==> config.mk <==
export PLATFORM = sky130hd
export DESIGN_NAME = l2_write_word
export DESIGN_NICKNAME = d
export VERILOG_FILES = /design/src/hdl/cache_pkg.sv /design/src/hdl/cache_msg_pkg.sv /design/src/hdl/l2_write_word.sv
export VERILOG_INCLUDE_DIRS = /design/src /design/src/hdl
export SDC_FILE = /design/constraint.sdc
export NUM_CORES = 1
export LEC_CHECK = 0
export BUFFER_PORTS_ARGS = -buffer_cell sky130_fd_sc_hd__buf_2
export CORE_MARGIN = 3
export CORE_UTILIZATION = 45
export DETAILED_ROUTE_END_ITERATION = 8
export PLACE_DENSITY_LB_ADDON = 0.1
export SLEW_MARGIN = 20
export SYNTH_ARGS = -nofsm -noshare
export SYNTH_HDL_FRONTEND = slang
export SYNTH_SLANG_ARGS = --single-unit
==> constraint.sdc <==
create_clock -name vclk -period 4.8
set_clock_uncertainty 0.05 [all_clocks]
set_input_delay 0.96 -clock vclk [all_inputs]
set_output_delay 0.96 -clock vclk [all_outputs]
set_load 0.005 [all_outputs]
==> src/hdl/cache_config.svh <==
`ifndef CACHE_CONFIG_SVH
`define CACHE_CONFIG_SVH

`default_nettype none

// cache geometry
`define ADDR_BITS       32
`define WORD_BITS       32
`define WORDS_PER_LINE  4
`define L2_SETS         16
`define L2_WAYS         2

// derived field widths
`define SET_BITS        4
`define WAY_BITS        1
`define W_OFF_BITS      2
`define B_OFF_BITS      2
`define TAG_BITS        (`ADDR_BITS - `SET_BITS - `W_OFF_BITS - `B_OFF_BITS)

`default_nettype wire

`endif

==> src/hdl/cache_pkg.sv <==
`include "cache_config.svh"
`default_nettype none

package cache_pkg;

    typedef logic [`ADDR_BITS-1:0]                 addr_t;
    typedef logic [`TAG_BITS+`SET_BITS-1:0]        line_addr_t;
    typedef logic [`TAG_BITS-1:0]                  l2_tag_t;
    typedef logic [`SET_BITS-1:0]                  l2_set_t;
    typedef logic [`WAY_BITS-1:0]                  l2_way_t;
    typedef logic [`W_OFF_BITS-1:0]                word_offset_t;
    typedef logic [`B_OFF_BITS-1:0]                byte_offset_t;
    typedef logic [`WORD_BITS-1:0]                 word_t;
    typedef logic [`WORDS_PER_LINE*`WORD_BITS-1:0] line_t;

    typedef enum logic [1:0] {
        INVALID = 2'd0,
        VALID   = 2'd1,
        DIRTY   = 2'd2
    } state_t;

    // address fields, msb first
    typedef struct packed {
        l2_tag_t      tag;
        l2_set_t      set;
        word_offset_t w_off;
        byte_offset_t b_off;
    } l2_addr_br_t;

    typedef union packed {
        addr_t       addr;
        l2_addr_br_t br;
    } l2_addr_u;

endpackage

`default_nettype wire

==> src/hdl/cache_msg_pkg.sv <==
`default_nettype none

package cache_msg_pkg;

    import cache_pkg::*;

    typedef enum logic {
        READ  = 1'b0,
        WRITE = 1'b1
    } cpu_msg_t;

    typedef enum logic [1:0] {
        BYTE = 2'b00,
        HALF = 2'b01,
        WORD = 2'b10
    } hsize_t;

    // GET requests a fill, PUT writes a dirty line back
    typedef enum logic {
        GET = 1'b0,
        PUT = 1'b1
    } coh_msg_t;

    typedef struct packed {
        cpu_msg_t cpu_msg;
        hsize_t   hsize;
        addr_t    addr;
        word_t    word;
    } l2_cpu_req_t;

    typedef struct packed {
        coh_msg_t   coh_msg;
        line_addr_t line_addr;
        line_t      line;
    } l2_req_out_t;

    typedef struct packed {
        line_addr_t line_addr;
        line_t      line;
    } l2_rsp_in_t;

    typedef struct packed {
        word_t word;
    } l2_rd_rsp_t;

endpackage

`default_nettype wire

==> src/hdl/l2_write_word.sv <==
`include "cache_config.svh"
`default_nettype none

module l2_write_word (
    input  wire cache_pkg::line_t        line_i,
    input  wire cache_pkg::word_offset_t w_off_i,
    input  wire cache_pkg::byte_offset_t b_off_i,
    input  wire cache_msg_pkg::hsize_t   hsize_i,
    input  wire cache_pkg::word_t        word_i,
    output cache_pkg::line_t             line_o
);
    import cache_pkg::*;
    import cache_msg_pkg::*;

    int unsigned base;

    always_comb begin
        line_o = line_i;
        base   = int'(w_off_i) * `WORD_BITS;
        case (hsize_i)
            BYTE: line_o[base + 8*int'(b_off_i) +: 8] = word_i[7:0];
            // halfword picked by the upper byte offset bit
            HALF: line_o[base + 16*int'(b_off_i[1]) +: 16] = word_i[15:0];
            default: line_o[base +: `WORD_BITS] = word_i;
        endcase
    end

endmodule

`default_nettype wire

==> results.py <==
metrics = {
    "global_routing": {
        "grt_first_pass_wirelength_mm": 53.5,
        "grt_antenna_before_repair": 1,
        "grt_start_max_net_pins": 70,
        "gr-usage-all-layers": 0.416,
        "globalRoute.totalOverflow": 0,
        "first_global_vias": 9550,
    },
    "floorplan": {
        "die_width_um": 125,
        "effective_utilization_at_floorplan": 0.471,
        "fp.coreArea_mm2": 0.0136,
        "die_height_um": 125,
        "num_rows": 42,
        "ios": 294,
        "die_area_mm2": 0.0157,
    },
    "final_layout": {
        "nClkBuffers": 0,
        "layout_commonest_cell": "sky130_fd_sc_hd__buf_2",
        "layout.filler_cells": 1389,
        "nets": 1525,
        "flow.area_growth_from_synthesis_pct": 32.7,
        "layout-drive-gt1-share": 0.313,
        "seq_area_um2": 0,
        "mostFrequentLayoutCells": "sky130_fd_sc_hd__buf_2 (293), sky130_fd_sc_hd__nand2_1 (210), sky130_fd_sc_hd__o21ai_0 (109), sky130_fd_sc_hd__inv_1 (97), sky130_fd_sc_hd__buf_4 (92)",
        "design.seq.count": 0,
        "final-instance-count-excl-fill": 1518,
    },
    "worst_setup_path": {
        "timing.critical_path.fanout_max": 10,
        "critical_path.startpoint_type": "primary input",
        "kind_of_critical_path": "primary input to output port",
        "worst_path_largest_cell_delay_ps": 610,
        "cp.required_ps": 3790,
        "critical_path.n_buffers_inverters": 6,
        "crit_family": "compound AO/OA/AOI/OAI gates",
        "worst_path_max_delay_cell": "sky130_fd_sc_hd__a31oi_1",
        "critical-path-top-cell-by-count": "sky130_fd_sc_hd__buf_4",
        "cp.arrival_ps": 3690,
        "cell_chain_critical_path": "buf_2 > inv_2 > ha_1 > buf_4 > nor2b_2 > a311oi_4 > buf_4 > a21oi_1 > buf_4 > a31oi_1 > o21ai_0 > nand3_1 > buf_2",
        "endpoint_kind_of_the_worst_setup_timing_path": "output port",
    },
    "timing": {
        "period_minus_slack_ps": 4700,
        "relSlewSlack": 0.475,
        "final-hold-violation-count": 0,
        "final_min_period_over_clock_period": 0.980,
        "slew_violations": 0,
        "tns_ps": 0,
        "final.setup.worst_slack_ps": 98.0,
        "max_freq_ghz": 0.213,
        "finalSetupViolations": 0,
        "hold_ws_ps": 2170,
        "tightestPinTransition_ps": 787,
    },
    "worst_hold_path": {
        "timing.hold.worst.start": "line_i[101]",
        "holdCritPathClass": "primary input to output port",
        "min_delay_path_depth": 3,
        "worst_hold_path.endpoint": "line_o[101]",
    },
    "placement": {
        "pre_cts_ws_ps": -11.3,
        "dpl.cell_count": 1516,
        "dp.final_hpwl_mm": 26.0,
        "gpl.final_weighted_congestion": 1.03,
        "buffer_ports.inserted": 294,
    },
    "synth": {
        "synth_cells": 1060,
        "synth_area_mm2": 0.00639,
        "yosysWarningCount": 0,
        "postSynthNetCount": 1242,
        "ys_seq_area_frac": 0,
        "synthesis.area_per_instance_um2": 6.03,
        "number_of_different_library_cells_in_the_post_synthesis_netlist": 65,
    },
    "power": {
        "power.density_mw_per_mm2": 111,
        "vdd.ir_drop.worst_uv": 69.5,
        "totalPowerFinal_mw": 0.942,
        "p_leak_nw": 4.19,
    },
    "run_status": {
        "status": "completed",
    },
    "route": {
        "drt_iter0_drc": 1755,
        "vias": 10300,
        "route.detailed.wl_per_inst_um": 23.3,
        "route.detailed.vias_per_inst": 6.80,
        "wl_mm": 35.4,
        "route.detailed.drc": 0,
        "final_antenna_net_count": 0,
        "first_pass_iters": 8,
    },
    "clock_tree": {
        "cts_hold_repair.buffers": 0,
    },
    "job": {
        "timing.max_cap.violations": 0,
    },
}
[kinds of logic (layout without fill, tap and decap cells)]
kind of cell    after synthesis  in the layout  synth area share
compound gates              419            419             0.491
simple gates                362            362             0.263
buf+inv                     205            486             0.125
mux                          54             54            0.0846
fa+ha+maj                    16             16            0.0313
xor+xnor                      4              4           0.00548
other cells                   0              1                 0
[synth_stat cells (9+ instances only)]
cell                       instances  area share
sky130_fd_sc_hd__a22oi_1          62       0.073
sky130_fd_sc_hd__and2_1           10      0.0098
sky130_fd_sc_hd__a21oi_1          17       0.013
sky130_fd_sc_hd__a222oi_1         27       0.042
sky130_fd_sc_hd__mux2i_1          54       0.085
sky130_fd_sc_hd__inv_1            98       0.058
sky130_fd_sc_hd__nand4_1          11       0.011
sky130_fd_sc_hd__o221ai_1         42       0.058
sky130_fd_sc_hd__o21ai_0         110       0.086
sky130_fd_sc_hd__a221o_1          21       0.033
sky130_fd_sc_hd__nor2b_1          25       0.024
sky130_fd_sc_hd__nor3_1            9      0.0070
sky130_fd_sc_hd__nand2_1         210        0.12
sky130_fd_sc_hd__and3_1           12       0.012
sky130_fd_sc_hd__a22o_1           40       0.055
sky130_fd_sc_hd__o211ai_1         29       0.034
sky130_fd_sc_hd__ha_1             16       0.031
sky130_fd_sc_hd__nand3_1          23       0.018
sky130_fd_sc_hd__a311o_1           9       0.014
sky130_fd_sc_hd__a31oi_1          15       0.015
sky130_fd_sc_hd__nor2_1           31       0.018
sky130_fd_sc_hd__clkbuf_1         89       0.052
[worst min-delay path: stages]
cell and delay [ps]:
sky130_fd_sc_hd__buf_2 80, sky130_fd_sc_hd__a221o_1 120, sky130_fd_sc_hd__buf_2 100
[repair_timing]
action | CTS | global route
setup endpoints to repair | 4 | 97
pin swaps | 0 | 4
hold endpoints to repair | 0 | 0
resized for setup | 1 | 15
buffers inserted | 0 | 1
[power breakdown]
part / leakage (nW) / internal [mW] / switching, mW / total, mW
combinational: 4.19 / 0.386 / 0.556 / 0.942
sequential: 0 / 0 / 0 / 0
clock: 0.00000634 / 0.0000000279 / 0 / 0.0000000279
total: 4.19 / 0.386 / 0.556 / 0.942
[final cells by class]
cell class | instances | area [um^2] | area share
inverter | 99 | 372 | 0.0438
timing repair buffer | 387 | 2200 | 0.259
antenna | 1 | 2.50 | 0.000295
multi-input combinational | 855 | 5690 | 0.671
tap | 176 | 220 | 0.0260
[layer usage]
metal,up-vias,part of all wire,track usage
met3,120,0.15,0.0989
met1,4673,0.37,0.550
met5,-,0,0
met4,0,0.042,0.168
li1,4568,-,-
met2,954,0.44,0.654
[per-stage QoR]
step	area, um^2	util
2_1_floorplan	6410	-
3_3_place_gp	8410	0.620
3_5_place_dp	8410	0.620
4_1_cts	8410	0.620
5_1_grt	8480	0.625
6_report	8480	0.625
[worst max-delay path by stage]
stage | start | to | slack, ps | depth (start not counted)
2_1_floorplan | w_off_i[0] | line_o[11] | 30 | 13
3_3_place_gp | w_off_i[0] | line_o[10] | 10 | 13
3_5_place_dp | w_off_i[0] | line_o[10] | -10 | 12
4_1_cts | w_off_i[0] | line_o[10] | 5 | 12
5_1_grt | b_off_i[1] | line_o[8] | -0.3 | 12
6_report | w_off_i[0] | line_o[109] | 100 | 13
No activity file was read; power rests on OpenSTA's default activity.
