==> src/hdl/cache_config.svh <==
`ifndef CACHE_CONFIG_SVH
`define CACHE_CONFIG_SVH

`default_nettype none

// cache geometry
`define ADDR_BITS       32
`define WORD_BITS       32
`define WORDS_PER_LINE  4
`define L2_SETS         16
`define L2_WAYS         2

// derived field widths
`define SET_BITS        4
`define WAY_BITS        1
`define W_OFF_BITS      2
`define B_OFF_BITS      2
`define TAG_BITS        (`ADDR_BITS - `SET_BITS - `W_OFF_BITS - `B_OFF_BITS)

`default_nettype wire

`endif

==> src/hdl/cache_pkg.sv <==
`include "cache_config.svh"
`default_nettype none

package cache_pkg;

    typedef logic [`ADDR_BITS-1:0]                 addr_t;
    typedef logic [`TAG_BITS+`SET_BITS-1:0]        line_addr_t;
    typedef logic [`TAG_BITS-1:0]                  l2_tag_t;
    typedef logic [`SET_BITS-1:0]                  l2_set_t;
    typedef logic [`WAY_BITS-1:0]                  l2_way_t;
    typedef logic [`W_OFF_BITS-1:0]                word_offset_t;
    typedef logic [`B_OFF_BITS-1:0]                byte_offset_t;
    typedef logic [`WORD_BITS-1:0]                 word_t;
    typedef logic [`WORDS_PER_LINE*`WORD_BITS-1:0] line_t;

    typedef enum logic [1:0] {
        INVALID = 2'd0,
        VALID   = 2'd1,
        DIRTY   = 2'd2
    } state_t;

    // address fields, msb first
    typedef struct packed {
        l2_tag_t      tag;
        l2_set_t      set;
        word_offset_t w_off;
        byte_offset_t b_off;
    } l2_addr_br_t;

    typedef union packed {
        addr_t       addr;
        l2_addr_br_t br;
    } l2_addr_u;

endpackage

`default_nettype wire

==> src/hdl/l2_lookup.sv <==
`include "cache_config.svh"
`default_nettype none

module l2_lookup (
    input  wire cache_pkg::l2_tag_t                req_tag_i,
    input  wire cache_pkg::l2_tag_t [`L2_WAYS-1:0] tags_i,
    input  wire cache_pkg::state_t  [`L2_WAYS-1:0] states_i,
    input  wire cache_pkg::l2_way_t                evict_way_i,
    output logic                                   tag_hit_o,
    output cache_pkg::l2_way_t                     way_hit_o,
    output cache_pkg::l2_way_t                     victim_way_o
);
    import cache_pkg::*;

    logic empty_found;

    always_comb begin
        tag_hit_o    = 1'b0;
        way_hit_o    = '0;
        empty_found  = 1'b0;
        victim_way_o = evict_way_i;
        for (int w = 0; w < `L2_WAYS; w++) begin
            if (states_i[w] != INVALID && tags_i[w] == req_tag_i) begin
                tag_hit_o = 1'b1;
                way_hit_o = l2_way_t'(w);
            end
            // lowest invalid way wins over the evict pointer
            if (states_i[w] == INVALID && !empty_found) begin
                empty_found  = 1'b1;
                victim_way_o = l2_way_t'(w);
            end
        end
    end

endmodule

`default_nettype wire

==> config.mk <==
export PLATFORM = sky130hd
export DESIGN_NAME = l2_lookup
export DESIGN_NICKNAME = d
export VERILOG_FILES = /design/src/hdl/cache_pkg.sv /design/src/hdl/l2_lookup.sv
export VERILOG_INCLUDE_DIRS = /design/src /design/src/hdl
export SDC_FILE = /design/constraint.sdc
export NUM_CORES = 1
export LEC_CHECK = 0
export ABC_AREA = 1
export BUFFER_PORTS_ARGS = -buffer_cell sky130_fd_sc_hd__buf_4
export CAP_MARGIN = 25
export CORE_ASPECT_RATIO = 0.9
export CORE_MARGIN = 8
export CORE_UTILIZATION = 38
export DETAILED_ROUTE_END_ITERATION = 16
export PLACE_DENSITY = 0.87
export SLEW_MARGIN = 40
export SYNTH_ARGS = -nofsm -noshare
export SYNTH_HDL_FRONTEND = slang
export SYNTH_SLANG_ARGS = --single-unit
==> constraint.sdc <==
create_clock -name vclk -period 1
set_input_delay 0.2 -clock vclk [all_inputs]
set_output_delay 0.2 -clock vclk [all_outputs]
set_load 0.02 [all_outputs]
==> implementation parameters, run 1 <==
Parameter                              Value

Outcome
  Status    finished, violations left
  Violations in the final reports    setup timing

Power and ir drop
  Static leakage    0.9503 nW
  Total Power Consumption    0.5983 mW
  Cell Pwr Density    380.1 mW/mm2
  Worst ir drop on vdd    roughly 0.23 mV

GRT
  Antenna violations before repair    0
  Pin count of the biggest net entering global routing    5
  Vias in the first global route    1156
  Sum of overflow across all layers after global routing    0
  First-pass GRT wire length    4574 um
  Tot GR Track Use    14.01%

STA
  Number of setup violations in the final report    2
  Min cycle time layout    1260 ps
  Sum of negative setup slack    -497.4 ps
  Unrepaired setup endpoints after global routing    yes
  Post-route worst setup slack    -260.0 ps
  Share of the clock period used by the worst path    126.0%
  Final count of hold timing violations    0
  Worst slew margin relative to its limit    89.01%
  Number of pins with negative max-slew slack in the final report    0
  Worst slew pin tran    between 150 and 200 ps
  Max frequency    ~800 MHz

Routing
  Final routed DRC violation total    0
  Number of search-and-repair iterations in the first detailed-routing pass    4
  Total vias in the final route    1182
  Count of nets left with antenna violations after detail routing    0
  Iter 0 DRT Violations    28
  Total detailed-routing wirelength    between 2000 and 3000 um
  WL/cell    9.948 um
  Number of vias per cell after detailed routing    4.133

Synth
  Distinct cell type count after synthesis    13
  Most frequent cells after synthesis    sky130_fd_sc_hd__nand2_1, sky130_fd_sc_hd__inv_1, sky130_fd_sc_hd__nor2_1
  Post-synthesis sequential area ratio    0%
  Most used standard cell by instance count after synthesis    sky130_fd_sc_hd__nand2_1
  Area of the mapped netlist    roughly 820 um2
  Mean post-synth cell area    between 4 and 5 um2
  Cell types with the largest area share after synthesis    sky130_fd_sc_hd__nand2_1, sky130_fd_sc_hd__xnor2_1, sky130_fd_sc_hd__inv_1
  Mapped Nets    254
  Cell type with the highest aggregate area in the netlist    sky130_fd_sc_hd__nand2_1
  Post-synth top area share    31.75%
  Yosys synthesis warning count    0
  Post-Syn Instances    between 150 and 200

Floorplan
  Floorplan die area    slightly below 0.004 mm2
  Die boundary height    59.96 um
  DIE WIDTH    64.84 um
  Top Ports    80
  Starting utilization of the core area    between 30% and 40%
  Core Box Area    0.002102 mm2
  Cell row count    16

Worst setup path
  CP max FO    2
  CP Capture Type    output pin
  Slowest stage cell on the critical path    sky130_fd_sc_hd__xnor2_1
  Crit path DAT    approximately 1100 ps
  CP bufs+invs    2
  Critical path's top delay family    simple AND/OR/NAND/NOR gates
  Critical path cell sequence    buf_4 -> xnor2_1 -> nand2_1 -> nor2_1 -> nand2_1 -> nor2_2 -> nand2_2 -> nand2_2 -> buf_6
  Critical Path Source Type    input pin
  Category of the critical setup timing path    input pin to output pin
  WP data required    800 ps
  Delay contributed by the slowest stage of the critical path    150 ps

Cells and area
  FFs & Latches    0
  Final non-filler cell total    286
  Area Growth Syn to Fin    92.94%
  Net count reported at finish    approximately 340
  Register area    0 um2
  Antenna diodes    0
  Utilization after layout    74.88%
  Total of clock buffers placed in the layout    0
  Fraction of final layout cells with drive strength greater than 1    approximately two fifths

Min path
  Class of the tightest hold or removal check    input pin to output pin

Placed design
  RD Place Congestion    0.7977
  DP Cell Count    286
  Place WS    -318.2 ps
  Final HPWL from detailed placement    2701 um
  I/O Buffers    80

Clock tree
  Number of buffers added to fix hold violations after cts    0
  Post-CTS Setup Repair Bufs    0

Run
  Number of violations of the max-capacitance limit    0
## area by class of cell
type / instances / area (um2)
timing repair buffer: 82 / 664.4
inverter: 43 / 161.4
multi-input combinational: 134 / 714.4
fill: 181 / 528.0
tap: 27 / 33.78
## report_power, final
part | internal, mW | switching [mW] | total, mW
registers | 0 | 0 | 0
logic | 0.363 | 0.235 | 0.598
clock network | 0 | 0 | 0
## path summary, 6_finish.rpt
kind / startpoint / end / cells past startpoint
max: req_tag_i[23] / tag_hit_o / 9
min: evict_way_i / victim_way_o / 4
## placed cells by master, fill, tap and decap left out
master,synthesis,routed
sky130_fd_sc_hd__nor2_1,28,23
sky130_fd_sc_hd__buf_6,0,11
sky130_fd_sc_hd__buf_4,0,70
sky130_fd_sc_hd__nand4_1,1,1
sky130_fd_sc_hd__inv_1,36,34
sky130_fd_sc_hd__xor2_1,4,4
sky130_fd_sc_hd__nor2_4,0,1
sky130_fd_sc_hd__nand3_2,1,1
sky130_fd_sc_hd__nand3_1,3,3
sky130_fd_sc_hd__xnor2_1,22,17
sky130_fd_sc_hd__buf_8,0,1
sky130_fd_sc_hd__nand2_1,69,67
sky130_fd_sc_hd__nor2_2,0,4
sky130_fd_sc_hd__nand2_2,1,3
sky130_fd_sc_hd__xnor2_2,0,5
sky130_fd_sc_hd__inv_2,5,7
sky130_fd_sc_hd__o21ai_0,4,4
sky130_fd_sc_hd__clkinv_1,2,2
sky130_fd_sc_hd__o21ai_1,1,1
## timing repair
action,4_1_cts,5_1_grt
endpoints found under the setup margin,3,3
gates resized for setup,17,9
pin swaps,19,7
## routing by layer
layer	track usage (%)	share of wire [%]
met5	0	0
met4	0	0
met3	5.243	11
met2	25.92	47
met1	15.82	42
## logic make-up after synthesis
logic type / count (synthesis) / share of synthesized area [%]
AO/OA/AOI/OAI: 5 / 3.067
buffers and inverters: 43 / 19.79
XOR/XNOR: 26 / 27.91
AND/OR/NAND/NOR: 103 / 49.23
## through the flow
stage	hold WS, ps	instance area, um2
after floorplan	578.1	818.3
after global placement	726.9	1468
after detailed placement	749.4	1468
after CTS	749.6	1548
after global routing	750.4	1574
final	739.1	1574
Power figures use the tool's default switching activity.
==> run 2, diff against run 1 <==
- SETUP_SLACK_MARGIN: not set -> 0.4
==> run 2 against run 1 <==
  * The run still ends with setup timing left
  * Hold slack about the same
  * Clock-buffer cell count unchanged
  * Sequential cell count unchanged
  * Global-route usage up 0.89 points
  * Sequential share of layout area unchanged
  * Cell count down 0.35%
  * Critical path depth up 3
  * Via count up 1.5%
  * Non-clock buffer count down 1
  * Power up 7.8%
  * Final area up 5.3%
  * Die area unchanged
  * Largest cell class unchanged
==> implementation parameters, run 2 (synthesis gave the netlist of run 1 again) <==
Parameter                              Value

Placed design
  RD Place Congestion    0.7891
  Place WS    -324.3 ps
  Final HPWL from detailed placement    2659 um
  I/O Buffers    80
  DP Cell Count    285
  Area after DPL    0.001503 mm2

Min path
  Class of the tightest hold or removal check    input pin to output pin

Cells and area
  Register area    0 um2
  Area Growth Syn to Fin    103.2%
  Antenna diodes    0
  Commonest cells after routing, fill and taps aside    sky130_fd_sc_hd__nand2_1, sky130_fd_sc_hd__buf_4, sky130_fd_sc_hd__inv_1
  Final Cell Area    0.001658 mm2
  Net count reported at finish    337
  Most frequent standard cell in the layout excluding fill and tap cells    sky130_fd_sc_hd__nand2_1
  Fraction of final layout cells with drive strength greater than 1    43.41%
  Total of clock buffers placed in the layout    0
  Number of fill cells in the layout    ~170
  FFs & Latches    0
  Final non-filler cell total    285

Floorplan
  Top Ports    80
  Cell row count    16
  Core Box Area    0.002102 mm2
  Floorplan die area    0.003887 mm2
  Starting utilization of the core area    38.81%
  Die boundary height    about 60 um
  DIE WIDTH    about 65 um

GRT
  First-pass GRT wire length    4774 um
  Vias in the first global route    1172
  Sum of overflow across all layers after global routing    0
  Antenna violations before repair    0
  Tot GR Track Use    14.90%
  Pin count of the biggest net entering global routing    5

Power and ir drop
  Worst ir drop on vdd    0.2606 mV
  Cell Pwr Density    389.0 mW/mm2
  Static leakage    0.9784 nW

Routing
  Final routed DRC violation total    0
  Number of vias per cell after detailed routing    roughly 4.2
  Number of search-and-repair iterations in the first detailed-routing pass    4
  Total vias in the final route    1200
  Total detailed-routing wirelength    about 3100 um
  Iter 0 DRT Violations    39
  WL/cell    between 10 and 15 um
  Count of nets left with antenna violations after detail routing    0

STA
  Post-route worst setup slack    -254.3 ps
  Worst slew pin tran    around 180 ps
  Number of pins with negative max-slew slack in the final report    0
  Number of setup violations in the final report    2
  Sum of negative setup slack    -496.3 ps
  Min cycle time layout    1254 ps
  Unrepaired setup endpoints after global routing    yes
  Max frequency    797.3 MHz
  Hold WS    around 740 ps
  Final count of hold timing violations    0
  Share of the clock period used by the worst path    125.4%
  Worst slew margin relative to its limit    87.71%

Clock tree
  Number of buffers added to fix hold violations after cts    0
  Post-CTS Setup Repair Bufs    0

Worst setup path
  Critical path's top delay family    simple AND/OR/NAND/NOR gates
  Slowest stage cell on the critical path    sky130_fd_sc_hd__nor2_2
  CP most frequent cell    sky130_fd_sc_hd__nand2_1
  Delay contributed by the slowest stage of the critical path    roughly 130 ps
  WP data required    800 ps
  Critical path cell sequence    buf_4 -> inv_1 -> nand2_1 -> nand2_1 -> clkinv_1 -> nand2_1 -> nor2_1 -> nand2_1 -> nor2_2 -> nand2_2 -> nand2_2 -> buf_6
  CP bufs+invs    4
  CP max FO    3
  CP Capture Type    output pin
  Crit path DAT    between 1000 and 1500 ps
  Category of the critical setup timing path    input pin to output pin
  Critical Path Source Type    input pin

Outcome
  Violations in the final reports    setup timing
  Status    finished, violations left

Run
  Number of violations of the max-capacitance limit    0
-- run 2: stage by stage --
step,total power [mW],utilization (%)
after global placement,0.5720,71.49
final,0.6449,78.87
after detailed placement,0.5778,71.49
after CTS,0.6363,77.80
after floorplan,0.2531,-
after global routing,0.7093,78.87
-- run 2: where the power goes --
part / total (mW) / internal (mW) / switching (mW)
registers: 0 / 0 / 0
logic: 0.645 / 0.388 / 0.257
clock network: 0 / 0 / 0
total: 0.645 / 0.388 / 0.257
-- run 2: worst min-delay path, cell delays in order --
cell and delay (ps):
sky130_fd_sc_hd__buf_4 90, sky130_fd_sc_hd__nor2_4 40, sky130_fd_sc_hd__nor2_4 80, sky130_fd_sc_hd__buf_6 120
-- run 2: final cells by class --
| cell class | count | area (um2) | area share [%] |
|---|---|---|---|
| well taps | 27 | 33.78 | 2.038 |
| multi-input cells | 134 | 767.0 | 46.26 |
| inverters | 43 | 173.9 | 10.49 |
| repair buffers | 81 | 683.2 | 41.21 |
-- run 2: path summary, 6_finish.rpt --
check / slack [ps] / from / to / depth (start not counted)
min: 740 / evict_way_i / victim_way_o / 4
max: -250 / req_tag_i[8] / tag_hit_o / 12
-- run 2: repair_timing --
item                                    4_1_cts  5_1_grt
pin swaps                                    31       12
endpoints found under the setup margin        3        3
resized for setup                            32        7
-- run 2: routing by layer --
metal | global-route usage [%] | vias up | part of all wire, %
met2 | 29.89 | 45 | 51
met1 | 15.91 | 488 | 41
met5 | 0 | - | 0
met4 | 0.9317 | 0 | 0.75
li1 | - | 665 | -
met3 | 3.558 | 2 | 7.3
