### src/hdl/cache_config.svh
`ifndef CACHE_CONFIG_SVH
`define CACHE_CONFIG_SVH

`default_nettype none

// cache geometry
`define ADDR_BITS       32
`define WORD_BITS       32
`define WORDS_PER_LINE  4
`define L2_SETS         16
`define L2_WAYS         2

// derived field widths
`define SET_BITS        4
`define WAY_BITS        1
`define W_OFF_BITS      2
`define B_OFF_BITS      2
`define TAG_BITS        (`ADDR_BITS - `SET_BITS - `W_OFF_BITS - `B_OFF_BITS)

`default_nettype wire

`endif

### src/hdl/cache_pkg.sv
`include "cache_config.svh"
`default_nettype none

package cache_pkg;

    typedef logic [`ADDR_BITS-1:0]                 addr_t;
    typedef logic [`TAG_BITS+`SET_BITS-1:0]        line_addr_t;
    typedef logic [`TAG_BITS-1:0]                  l2_tag_t;
    typedef logic [`SET_BITS-1:0]                  l2_set_t;
    typedef logic [`WAY_BITS-1:0]                  l2_way_t;
    typedef logic [`W_OFF_BITS-1:0]                word_offset_t;
    typedef logic [`B_OFF_BITS-1:0]                byte_offset_t;
    typedef logic [`WORD_BITS-1:0]                 word_t;
    typedef logic [`WORDS_PER_LINE*`WORD_BITS-1:0] line_t;

    typedef enum logic [1:0] {
        INVALID = 2'd0,
        VALID   = 2'd1,
        DIRTY   = 2'd2
    } state_t;

    // address fields, msb first
    typedef struct packed {
        l2_tag_t      tag;
        l2_set_t      set;
        word_offset_t w_off;
        byte_offset_t b_off;
    } l2_addr_br_t;

    typedef union packed {
        addr_t       addr;
        l2_addr_br_t br;
    } l2_addr_u;

endpackage

`default_nettype wire

### src/hdl/cache_msg_pkg.sv
`default_nettype none

package cache_msg_pkg;

    import cache_pkg::*;

    typedef enum logic {
        READ  = 1'b0,
        WRITE = 1'b1
    } cpu_msg_t;

    typedef enum logic [1:0] {
        BYTE = 2'b00,
        HALF = 2'b01,
        WORD = 2'b10
    } hsize_t;

    // GET requests a fill, PUT writes a dirty line back
    typedef enum logic {
        GET = 1'b0,
        PUT = 1'b1
    } coh_msg_t;

    typedef struct packed {
        cpu_msg_t cpu_msg;
        hsize_t   hsize;
        addr_t    addr;
        word_t    word;
    } l2_cpu_req_t;

    typedef struct packed {
        coh_msg_t   coh_msg;
        line_addr_t line_addr;
        line_t      line;
    } l2_req_out_t;

    typedef struct packed {
        line_addr_t line_addr;
        line_t      line;
    } l2_rsp_in_t;

    typedef struct packed {
        word_t word;
    } l2_rd_rsp_t;

endpackage

`default_nettype wire

### src/hdl/l2_fsm.sv
`include "cache_config.svh"
`default_nettype none

module l2_fsm (
    input  wire logic                         clk,
    input  wire logic                         rst_i,
    input  wire logic                         cpu_req_valid_i,
    input  wire cache_msg_pkg::l2_cpu_req_t   cpu_req_i,
    output logic                              cpu_req_ready_o,
    output logic                              req_out_valid_o,
    output cache_msg_pkg::l2_req_out_t        req_out_o,
    input  wire logic                         req_out_ready_i,
    input  wire logic                         rsp_in_valid_i,
    input  wire cache_msg_pkg::l2_rsp_in_t    rsp_in_i,
    output logic                              rsp_in_ready_o,
    output logic                              rd_rsp_valid_o,
    output cache_msg_pkg::l2_rd_rsp_t         rd_rsp_o,
    input  wire logic                         rd_rsp_ready_i,
    input  wire logic                         tag_hit_i,
    input  wire cache_pkg::l2_way_t           way_hit_i,
    input  wire cache_pkg::l2_way_t           victim_way_i,
    input  wire cache_pkg::l2_tag_t [`L2_WAYS-1:0] rd_tags_i,
    input  wire cache_pkg::state_t  [`L2_WAYS-1:0] rd_states_i,
    input  wire cache_pkg::line_t   [`L2_WAYS-1:0] rd_lines_i,
    input  wire cache_pkg::line_t             merged_line_i,
    output cache_pkg::line_t                  merge_line_o,
    output cache_pkg::word_offset_t           merge_w_off_o,
    output cache_pkg::byte_offset_t           merge_b_off_o,
    output cache_msg_pkg::hsize_t             merge_hsize_o,
    output cache_pkg::word_t                  merge_word_o,
    output cache_pkg::l2_tag_t                req_tag_o,
    output cache_pkg::l2_set_t                set_o,
    output logic                              wr_en_o,
    output cache_pkg::l2_way_t                wr_way_o,
    output cache_pkg::l2_tag_t                wr_tag_o,
    output cache_pkg::state_t                 wr_state_o,
    output cache_pkg::line_t                  wr_line_o,
    output logic                              incr_evict_o
);
    import cache_pkg::*;
    import cache_msg_pkg::*;

    typedef enum logic [2:0] {IDLE, LOOKUP, DECIDE, WB, GET, FILL, RESP} fsm_state_t;

    fsm_state_t  state_q;
    fsm_state_t  state_d;
    l2_cpu_req_t req_q;
    l2_addr_u    req_addr;
    l2_way_t     victim_way_q;
    l2_tag_t     victim_tag_q;
    line_t       victim_line_q;
    word_t       rd_word_q;
    logic        load_word;
    logic        is_write;

    assign req_addr.addr = req_q.addr;
    assign is_write      = (req_q.cpu_msg == WRITE);

    assign req_tag_o     = req_addr.br.tag;
    assign set_o         = req_addr.br.set;
    assign merge_w_off_o = req_addr.br.w_off;
    assign merge_b_off_o = req_addr.br.b_off;
    assign merge_hsize_o = req_q.hsize;
    assign merge_word_o  = req_q.word;

    // fill data while filling, hit line otherwise
    assign merge_line_o = (state_q == FILL) ? rsp_in_i.line : rd_lines_i[way_hit_i];

    assign wr_way_o   = (state_q == FILL) ? victim_way_q : way_hit_i;
    assign wr_tag_o   = req_addr.br.tag;
    assign wr_state_o = is_write ? DIRTY : VALID;
    assign wr_line_o  = is_write ? merged_line_i : merge_line_o;

    assign cpu_req_ready_o = (state_q == IDLE);
    assign rsp_in_ready_o  = (state_q == FILL);
    assign rd_rsp_valid_o  = (state_q == RESP);
    assign rd_rsp_o.word   = rd_word_q;

    assign req_out_valid_o     = (state_q == WB) || (state_q == GET);
    assign req_out_o.coh_msg   = (state_q == WB) ? cache_msg_pkg::PUT : cache_msg_pkg::GET;
    assign req_out_o.line_addr = (state_q == WB) ? {victim_tag_q, req_addr.br.set}
                                                 : {req_addr.br.tag, req_addr.br.set};
    assign req_out_o.line      = victim_line_q;

    always_comb begin
        state_d      = state_q;
        wr_en_o      = 1'b0;
        incr_evict_o = 1'b0;
        load_word    = 1'b0;
        case (state_q)
            IDLE: begin
                if (cpu_req_valid_i) begin
                    state_d = LOOKUP;
                end
            end
            LOOKUP: state_d = DECIDE;
            DECIDE: begin
                if (tag_hit_i && is_write) begin
                    wr_en_o = 1'b1;
                    state_d = IDLE;
                end else if (tag_hit_i) begin
                    load_word = 1'b1;
                    state_d   = RESP;
                end else if (rd_states_i[victim_way_i] == DIRTY) begin
                    state_d = WB;
                end else begin
                    state_d = GET;
                end
            end
            WB: begin
                if (req_out_ready_i) begin
                    state_d = GET;
                end
            end
            GET: begin
                if (req_out_ready_i) begin
                    state_d = FILL;
                end
            end
            FILL: begin
                if (rsp_in_valid_i) begin
                    wr_en_o      = 1'b1;
                    incr_evict_o = 1'b1;
                    load_word    = !is_write;
                    state_d      = is_write ? IDLE : RESP;
                end
            end
            RESP: begin
                if (rd_rsp_ready_i) begin
                    state_d = IDLE;
                end
            end
            default: state_d = IDLE;
        endcase
    end

    always_ff @(posedge clk) begin
        if (rst_i) begin
            state_q <= IDLE;
        end else begin
            state_q <= state_d;
        end
    end

    always_ff @(posedge clk) begin
        if (cpu_req_valid_i && cpu_req_ready_o) begin
            req_q <= cpu_req_i;
        end
        // victim is captured as the arrays are read
        if (state_q == DECIDE) begin
            victim_way_q  <= victim_way_i;
            victim_tag_q  <= rd_tags_i[victim_way_i];
            victim_line_q <= rd_lines_i[victim_way_i];
        end
        if (load_word) begin
            rd_word_q <= merge_line_o[req_addr.br.w_off*`WORD_BITS +: `WORD_BITS];
        end
    end

endmodule

`default_nettype wire

### config.mk
export PLATFORM = sky130hd
export DESIGN_NAME = l2_fsm
export DESIGN_NICKNAME = d
export VERILOG_FILES = /design/src/hdl/cache_pkg.sv /design/src/hdl/cache_msg_pkg.sv /design/src/hdl/l2_fsm.sv
export VERILOG_INCLUDE_DIRS = /design/src /design/src/hdl
export SDC_FILE = /design/constraint.sdc
export NUM_CORES = 1
export LEC_CHECK = 0
export CAP_MARGIN = 30
export CORE_AREA = 2 2 467 469
export CTS_CLUSTER_DIAMETER = 40
export DETAILED_ROUTE_END_ITERATION = 8
export DIE_AREA = 0 0 469 471
export DONT_BUFFER_PORTS = 1
export PLACE_DENSITY_LB_ADDON = 0.15
export REMOVE_ABC_BUFFERS = 1
export SLEW_MARGIN = 20
export SYNTH_ARGS = -nofsm -noshare
export SYNTH_HDL_FRONTEND = slang
export SYNTH_SLANG_ARGS = --single-unit
### constraint.sdc
create_clock -name clk -period 18.3 [get_ports clk]
set_clock_uncertainty 0.1 [all_clocks]
set_input_delay 2.745 -clock clk [delete_from_list [all_inputs] [get_ports clk]]
set_output_delay 2.745 -clock clk [all_outputs]
set_load 0.05 [all_outputs]
==> results.md, run 1 <==
* Outcome: finished clean
* Finished Core Util at 10.21%
* Layout fillers at around 25000
* Max-slew headroom at 31.62%
* Gr ovfl total at 0
* Register area share after synthesis at 50.09%
* H-Tree Level Count at 3
* Crit Path Max Fanout at about 70
* Nets at between 1500 and 2000
* Setup TNS at 0 ns
* Final slew viol count at 0
* Int Pwr at approximately 1900 uW
* Worst EP required at 15.45 ns
* DRT antenna net count at 0
* Layout cells sized above 1 at 48.51%
* Synthesized area at 0.01523 sq mm
* Delay-heaviest family, CP: buffers and inverters
* Sink Count at roughly 260
* Sequential share of power at around a third
* Combinational Power Share at 34.9%
* TritonCTS Buffers at 77
* Rows at 171
* Synth Area in Simple Gates at about 4.3%
* Yosys warning count at 0
* Mapped Cells at 1141
* Port bufs at 0
* Top_reg_cell synth: edfxtp_1
* # Post-CTS Setup Buffers at 0
* # hold bufs at CTS at 0
* Crit path DAT at 4.89 ns
* Post-synthesis compound-gate area fraction at 5.242%
* Peak VDD IR at around 75 uV
* Clk Latency, worst-skew pair at between 0.6 and 0.7 ns
* Core Area at 0.2161 sq mm
* Multi-input gate area in the final layout at approximately 0.0070 sq mm
* Worst R2R Path Depth at 6
* XOR/XNOR Fraction of Synth Area at 0%
* RePlAce Congestion at roughly 0.91
* Switching share of power at between 50% and 60%
* Slew @ Worst Pin at 1.026 ns
* Root Driver: clkbuf_16
* Initial Util at 7.046%
* Final HPWL DP at 100.7 mm
* Buffer depth of the longest clock path at 3
* Flop and latch count out of synthesis at around 260
* Most frequent cell on the critical path: buf_4
* Die footprint at about 0.22 sq mm
* Clock power frac at 33.2%
* Area growth syn-to-layout at 44.91%
* Fin crit period at 7.734 ns
* Post-cts sizing count at 0
* Die height at 471 um
* Most common cell after layout, fill and taps aside: mux2_2
* TritonCTS clock tree: done
* DRC at 0
* Pre-Repair DR Iteration Count at 5
* Synth Area in Adders at 0%
* DR vias at 11720
* CP max-delay cell: dfxtp_1
* EDFF count, synth at roughly 250
* Slowest stage delay, CP at 0.77 ns
* Vias in the first global route at 12560
* RSZ-0062 raised after global routing: no
* Crit path buffers/inverters at 3
* Global Route Usage Sum at 10.43%
* Hold path depth at 2
* Global-route wire length before repair at about 150 mm
* Most frequent cells in the layout: mux2_2 (304), edfxtp_1 (252), buf_4 (145), nand2_1 (133), mux2i_1 (128)
* Multiplexer share of the synthesized area at between 30% and 40%
* Pwr Density at 174.1 mW/mm^2
* CP Launch Type: flop
* FF+latch area at between 0.007 and 0.008 sq mm
* Max Freq at 0.1293 GHz
* Worst Hold Class: reg2reg
* Vias per inst at 2.778
* Largest net degree at the start of global routing at 156
* Endpoints failing setup at 0
* DR WL/cell at 28.69 um
* Clock-pin slew on the worst setup and hold paths at 0.04 ns
* Period utilization at 42.26%
* Die width at 469 um
* Worst Setup End Kind: primary output
* Hold Vio Cnt, Final at 0
* Avg Cell Area, Syn at approximately 13 sq um
* Number of stages on the worst setup path at 7
* Switch Pwr at about 1900 uW
* Max Cap Viol at 0
* CP Class: reg2out
* Num ports at 1212
* Fin Hold WS at 0.6323 ns
* Cell Chain, Critical Path: nand3b_4 > inv_8 > buf_4 > buf_4 > nand2_1 > o21ai_2 > mux2_2
* Largest family of logic cells by synthesized area: multiplexers
* Yosys cell types at 38
* Initial antenna violation count at 51
* 1st-iter DRT viols at 800
* Final wirelength at roughly 120 mm
* Standby leakage power at 0.006929 uW
* FFs w/ async S/R, synth at 0%
[path summary, 6_finish.rpt]
check | from | end | slack, ns
worst min register to register | state_q[1] | state_q[1] | 0.63
worst max register to register | state_q[0] | rd_rsp_o[26] | 13.79
worst max-delay path | state_q[0] | wr_line_o[93] | 10.57
worst min-delay path | state_q[1] | state_q[1] | 0.63
[power by group through the flow]
stage,clock network (uW),registers [uW],logic [uW]
final,1280,1230,1340
after global routing,1350,1240,1410
after CTS,1330,1230,1400
after detailed placement,0,1240,1390
after global placement,0,1250,1360
after floorplan,0,1330,790
[synthesized netlist by cell type (2+ instances only)]
library cell	n	area (sq um)
o21ai_1	116	580.6
buf_2	33	165.2
o21ai_0	4	20.02
nand2b_1	2	12.51
clkbuf_1	34	127.6
inv_1	4	15.01
nor4b_1	2	17.52
a21oi_1	4	20.02
mux2i_1	128	1281
nor2_1	5	18.77
nor3_1	2	10.01
edfxtp_1	252	7567
a211o_1	2	17.52
o21ai_2	10	87.58
nor4bb_1	2	20.02
mux2_2	304	3423
mux4_2	32	720.7
buf_4	31	232.7
nand2_1	133	499.2
and2_1	2	12.51
buf_6	15	168.9
a31oi_1	2	12.51
nor2b_1	2	12.51
buf_1	4	15.01
dfxtp_1	3	60.06
[flip-flops by register name, indices dropped and copies added (netlist names)]
signal         flops
is_write           1
req_addr          32
rd_rsp_o          32
merge_word_o      32
victim_tag_q      24
state_q            3
victim_way_q       1
victim_line_q    128
merge_hsize_o      2
[per-stage QoR]
step	setup WS, ns	cell area (sq um)	power, uW	cells
5_1_grt	10.23	22050	4005	4212
2_1_floorplan	7.481	14520	2119	1024
3_5_place_dp	10.81	19580	2631	4058
3_3_place_gp	10.77	19180	2607	4003
4_1_cts	10.35	22000	3957	4194
6_report	10.57	22060	3842	4219
[cell type report]
| cell class | count | area share, % |
|---|---|---|
| Tap cell | 2854 | 16.18 |
| Antenna cell | 25 | 0.2835 |
| Clock inverter | 42 | 1.968 |
| Inverter | 5 | 0.1531 |
| Timing Repair Buffer | 180 | 6.164 |
| Multi-Input combinational cell | 764 | 31.66 |
| Clock buffer | 94 | 9.022 |
| Sequential cell | 255 | 34.57 |
[tightest hold or removal path, cell delays in order (launching register included)]
cell	delay [ns]
dfxtp_1	0.43
a21oi_1	0.18
a311oi_1	0.07
[kinds of logic after synthesis]
kind of cell | count (synthesis)
AND/OR/NAND/NOR | 155
multiplexers | 464
buffers and inverters | 122
flip-flops | 255
AO/OA/AOI/OAI | 145
[metal layers]
metal	global-route usage [%]	vias to the layer above	share of wire (%)
met5	0	-	0.081
met2	18.51	1032	51
met4	4.679	14	4.1
met1	10.05	5786	33
li1	-	4682	-
met3	5.183	206	12
Note: power is estimated with default switching activity, not from simulation.
==> run 2: changes to the inputs <==
==> constraint.sdc (replaced) <==
create_clock -name clk -period 7.3 [get_ports clk]
set_clock_uncertainty 0.1 [all_clocks]
set_input_delay 1.095 -clock clk [delete_from_list [all_inputs] [get_ports clk]]
set_output_delay 1.095 -clock clk [all_outputs]
set_load 0.05 [all_outputs]
==> run 2 against run 1 <==
Global-route usage barely moved; clock power grew to 2.7 times the previous value; final cell count about the same; first-iteration DRC count decreased by 14%; final area rose by 1.3%; die area did not move; via count increased by 0.61%; worst setup slack got worse by 8.5 ns; non-clock buffer count is 1 lower; register-to-register slack worse by 10 ns; total power rose to 2.6 times the previous value.
==> results.md, run 2 (same netlist as run 1, synthesis figures left out) <==
* Outcome: finished clean
* Slew @ Worst Pin at 1.024 ns (-0.001719 ns)
* Pre-Repair DR Iteration Count at 5 (unchanged)
* Int Pwr at 5094 uW (+170%)
* Post-layout worst setup margin at 2.043 ns (-8.522 ns)
* RePlAce Congestion at 0.9047 (-0.48%)
* Combinational Power Share at 33.9% (-1.0 points)
* Port bufs at 0 (unchanged)
* Gr ovfl total at 0 (unchanged)
* Switching share of power at 48.81% (-1.4 points)
* Max Freq at 0.1902 GHz
* Fin Hold WS at 0.3935 ns (-0.2387 ns)
* Buffer depth of the longest clock path at 3 (unchanged)
* Num ports at 1212 (unchanged)
* Die height at 471 um (unchanged)
* # hold bufs at CTS at 0 (unchanged)
* DP Worst Slack at 2.688 ns (-8.126 ns)
* Sink Count at 255 (unchanged)
* CP max-delay cell: dfxtp_1
* Most common cell after layout, fill and taps aside: mux2_2
* DRC at 0 (unchanged)
* Final HPWL DP at 99.97 mm (-0.72%)
* Die footprint at 0.2209 sq mm (unchanged)
* Layout fillers at 24780 (-0.089%)
* Max reg flops at 128 (unchanged)
* Max-slew headroom at 31.88% (+0.26 points)
* Non-Filler Instances at 4222 (+0.071%)
* 1st-iter DRT viols at 688 (-14%)
* Initial Util at 7.046% (unchanged)
* Layout cells sized above 1 at 48.56% (+0.049 points)
* Pwr Density at 445.1 mW/mm^2 (+160%)
* Die width at 469 um (unchanged)
* RSZ-0062 raised after global routing: no
* Switch Pwr at 4858 uW (+150%)
* Worst Hold Class: in2reg
* Endpoints failing setup at 0 (unchanged)
* Global-route wire length before repair at 147.1 mm (-0.33%)
* Crit path DAT at 4.06 ns (-0.83 ns)
* Vias per inst at 2.793 (+0.53%)
* CP Class: reg2out
* Global Route Usage Sum at 10.43% (about the same)
* Crit Path Max Fanout at 86 (+21%)
* Nets at 1953 (+0.10%)
* Hold Vio Cnt, Final at 0 (unchanged)
* Clock power frac at 35.2% (+2.0 points)
* DR WL/cell at 28.79 um (+0.36%)
* Worst EP required at 6.11 ns (-9.34 ns)
* Sequential share of power at 30.9% (-1.0 points)
* Vias in the first global route at 12450 (-0.85%)
* Root Driver: clkbuf_16
* Standby leakage power at 0.007078 uW (+2.1%)
* Peak VDD IR at 171.9 uV (+130%)
* Final slew viol count at 0 (unchanged)
* Clk Latency, worst-skew pair at 0.69 ns (about the same)
* DR vias at 11790 (+0.61%)
* Worst Setup End Kind: primary output
* Most frequent cells in the layout: mux2_2 (304), edfxtp_1 (252), nand2_1 (133), buf_4 (132), mux2i_1 (128)
* Fin crit period at 5.257 ns
* # Post-CTS Setup Buffers at 0 (unchanged)
* Final wirelength at 121.6 mm (+0.43%)
* Max Cap Viol at 0 (unchanged)
* Period utilization at 72.01%
* Rows at 171 (unchanged)
* TritonCTS Buffers at 80 (+3.9%)
* H-Tree Level Count at 3 (unchanged)
* Post-cts sizing count at 0 (unchanged)
* Area growth syn-to-layout at 46.83%
* TritonCTS clock tree: done
* CP Launch Type: flop
* Largest net degree at the start of global routing at 156 (unchanged)
* Initial antenna violation count at 47 (-7.8%)
* Slowest stage delay, CP at 0.76 ns (about the same)
* Biggest register: victim_line_q
* Clock-pin slew on the worst setup and hold paths at 0.05 ns (about the same)
* DRT antenna net count at 0 (unchanged)
* Cell Chain, Critical Path: nand3b_4 > inv_8 > buf_12 > nand2_1 > o21ai_2 > mux2_2
* Placed Cells at 4057 (-0.025%)
* Core Area at 0.2161 sq mm (unchanged)
## run 2: worst paths after layout
kind,start,end,slack [ns],cells after the start
worst max-delay path,state_q[0],wr_line_o[93],2.04,6
worst min-delay path,cpu_req_i[60],req_addr[28],0.39,0
worst max register to register,state_q[0],rd_rsp_o[26],3.70,5
worst min register to register,state_q[1],state_q[1],0.61,2
## run 2: final cells by class
cell class | instances | area (sq um) | share of cell area (%)
flip-flops and latches | 255 | 7627 | 34.11
multi-input cells | 764 | 7000 | 31.31
well taps | 2854 | 3571 | 15.97
clock buffers | 96 | 2083 | 9.318
repair buffers | 179 | 1401 | 6.268
clock inverters | 52 | 598.1 | 2.675
diodes | 17 | 42.54 | 0.1903
inverters | 5 | 33.78 | 0.1511
## run 2: power groups by stage
stage,sequential [uW],clock (uW),combinational (uW)
global placement,3120,0,3380
detailed placement,3100,0,3490
global route,3100,3700,3530
CTS,3080,3660,3500
floorplan,3330,0,1980
finish,3070,3510,3370
## run 2: critical path, delay by kind of cell (launching register included)
kind | cells | cell delay (ns)
AND/OR/NAND/NOR | 2 | 0.35
flip-flops | 1 | 0.76
buffers and inverters | 2 | 0.98
multiplexers | 1 | 0.61
AO/OA/AOI/OAI | 1 | 0.38
## run 2: stage by stage
| step | util (%) | setup TNS [ns] | area, sq um | power (uW) |
|---|---|---|---|---|
| floorplan | - | -151.20 | 14520 | 5312 |
| global placement | 8.841 | 0 | 19110 | 6507 |
| detailed placement | 9.086 | 0 | 19630 | 6586 |
| CTS | 10.33 | 0 | 22320 | 10240 |
| global route | 10.34 | 0 | 22350 | 10340 |
| finish | 10.35 | 0 | 22360 | 9952 |
## run 2: metal layers
metal	vias up	share of wire (%)	global-route usage, %
li1	4693	-	-
met1	5832	33	9.888
met2	1019	51	18.88
met3	227	12	5.045
met5	-	0.11	0
met4	20	4.4	4.573
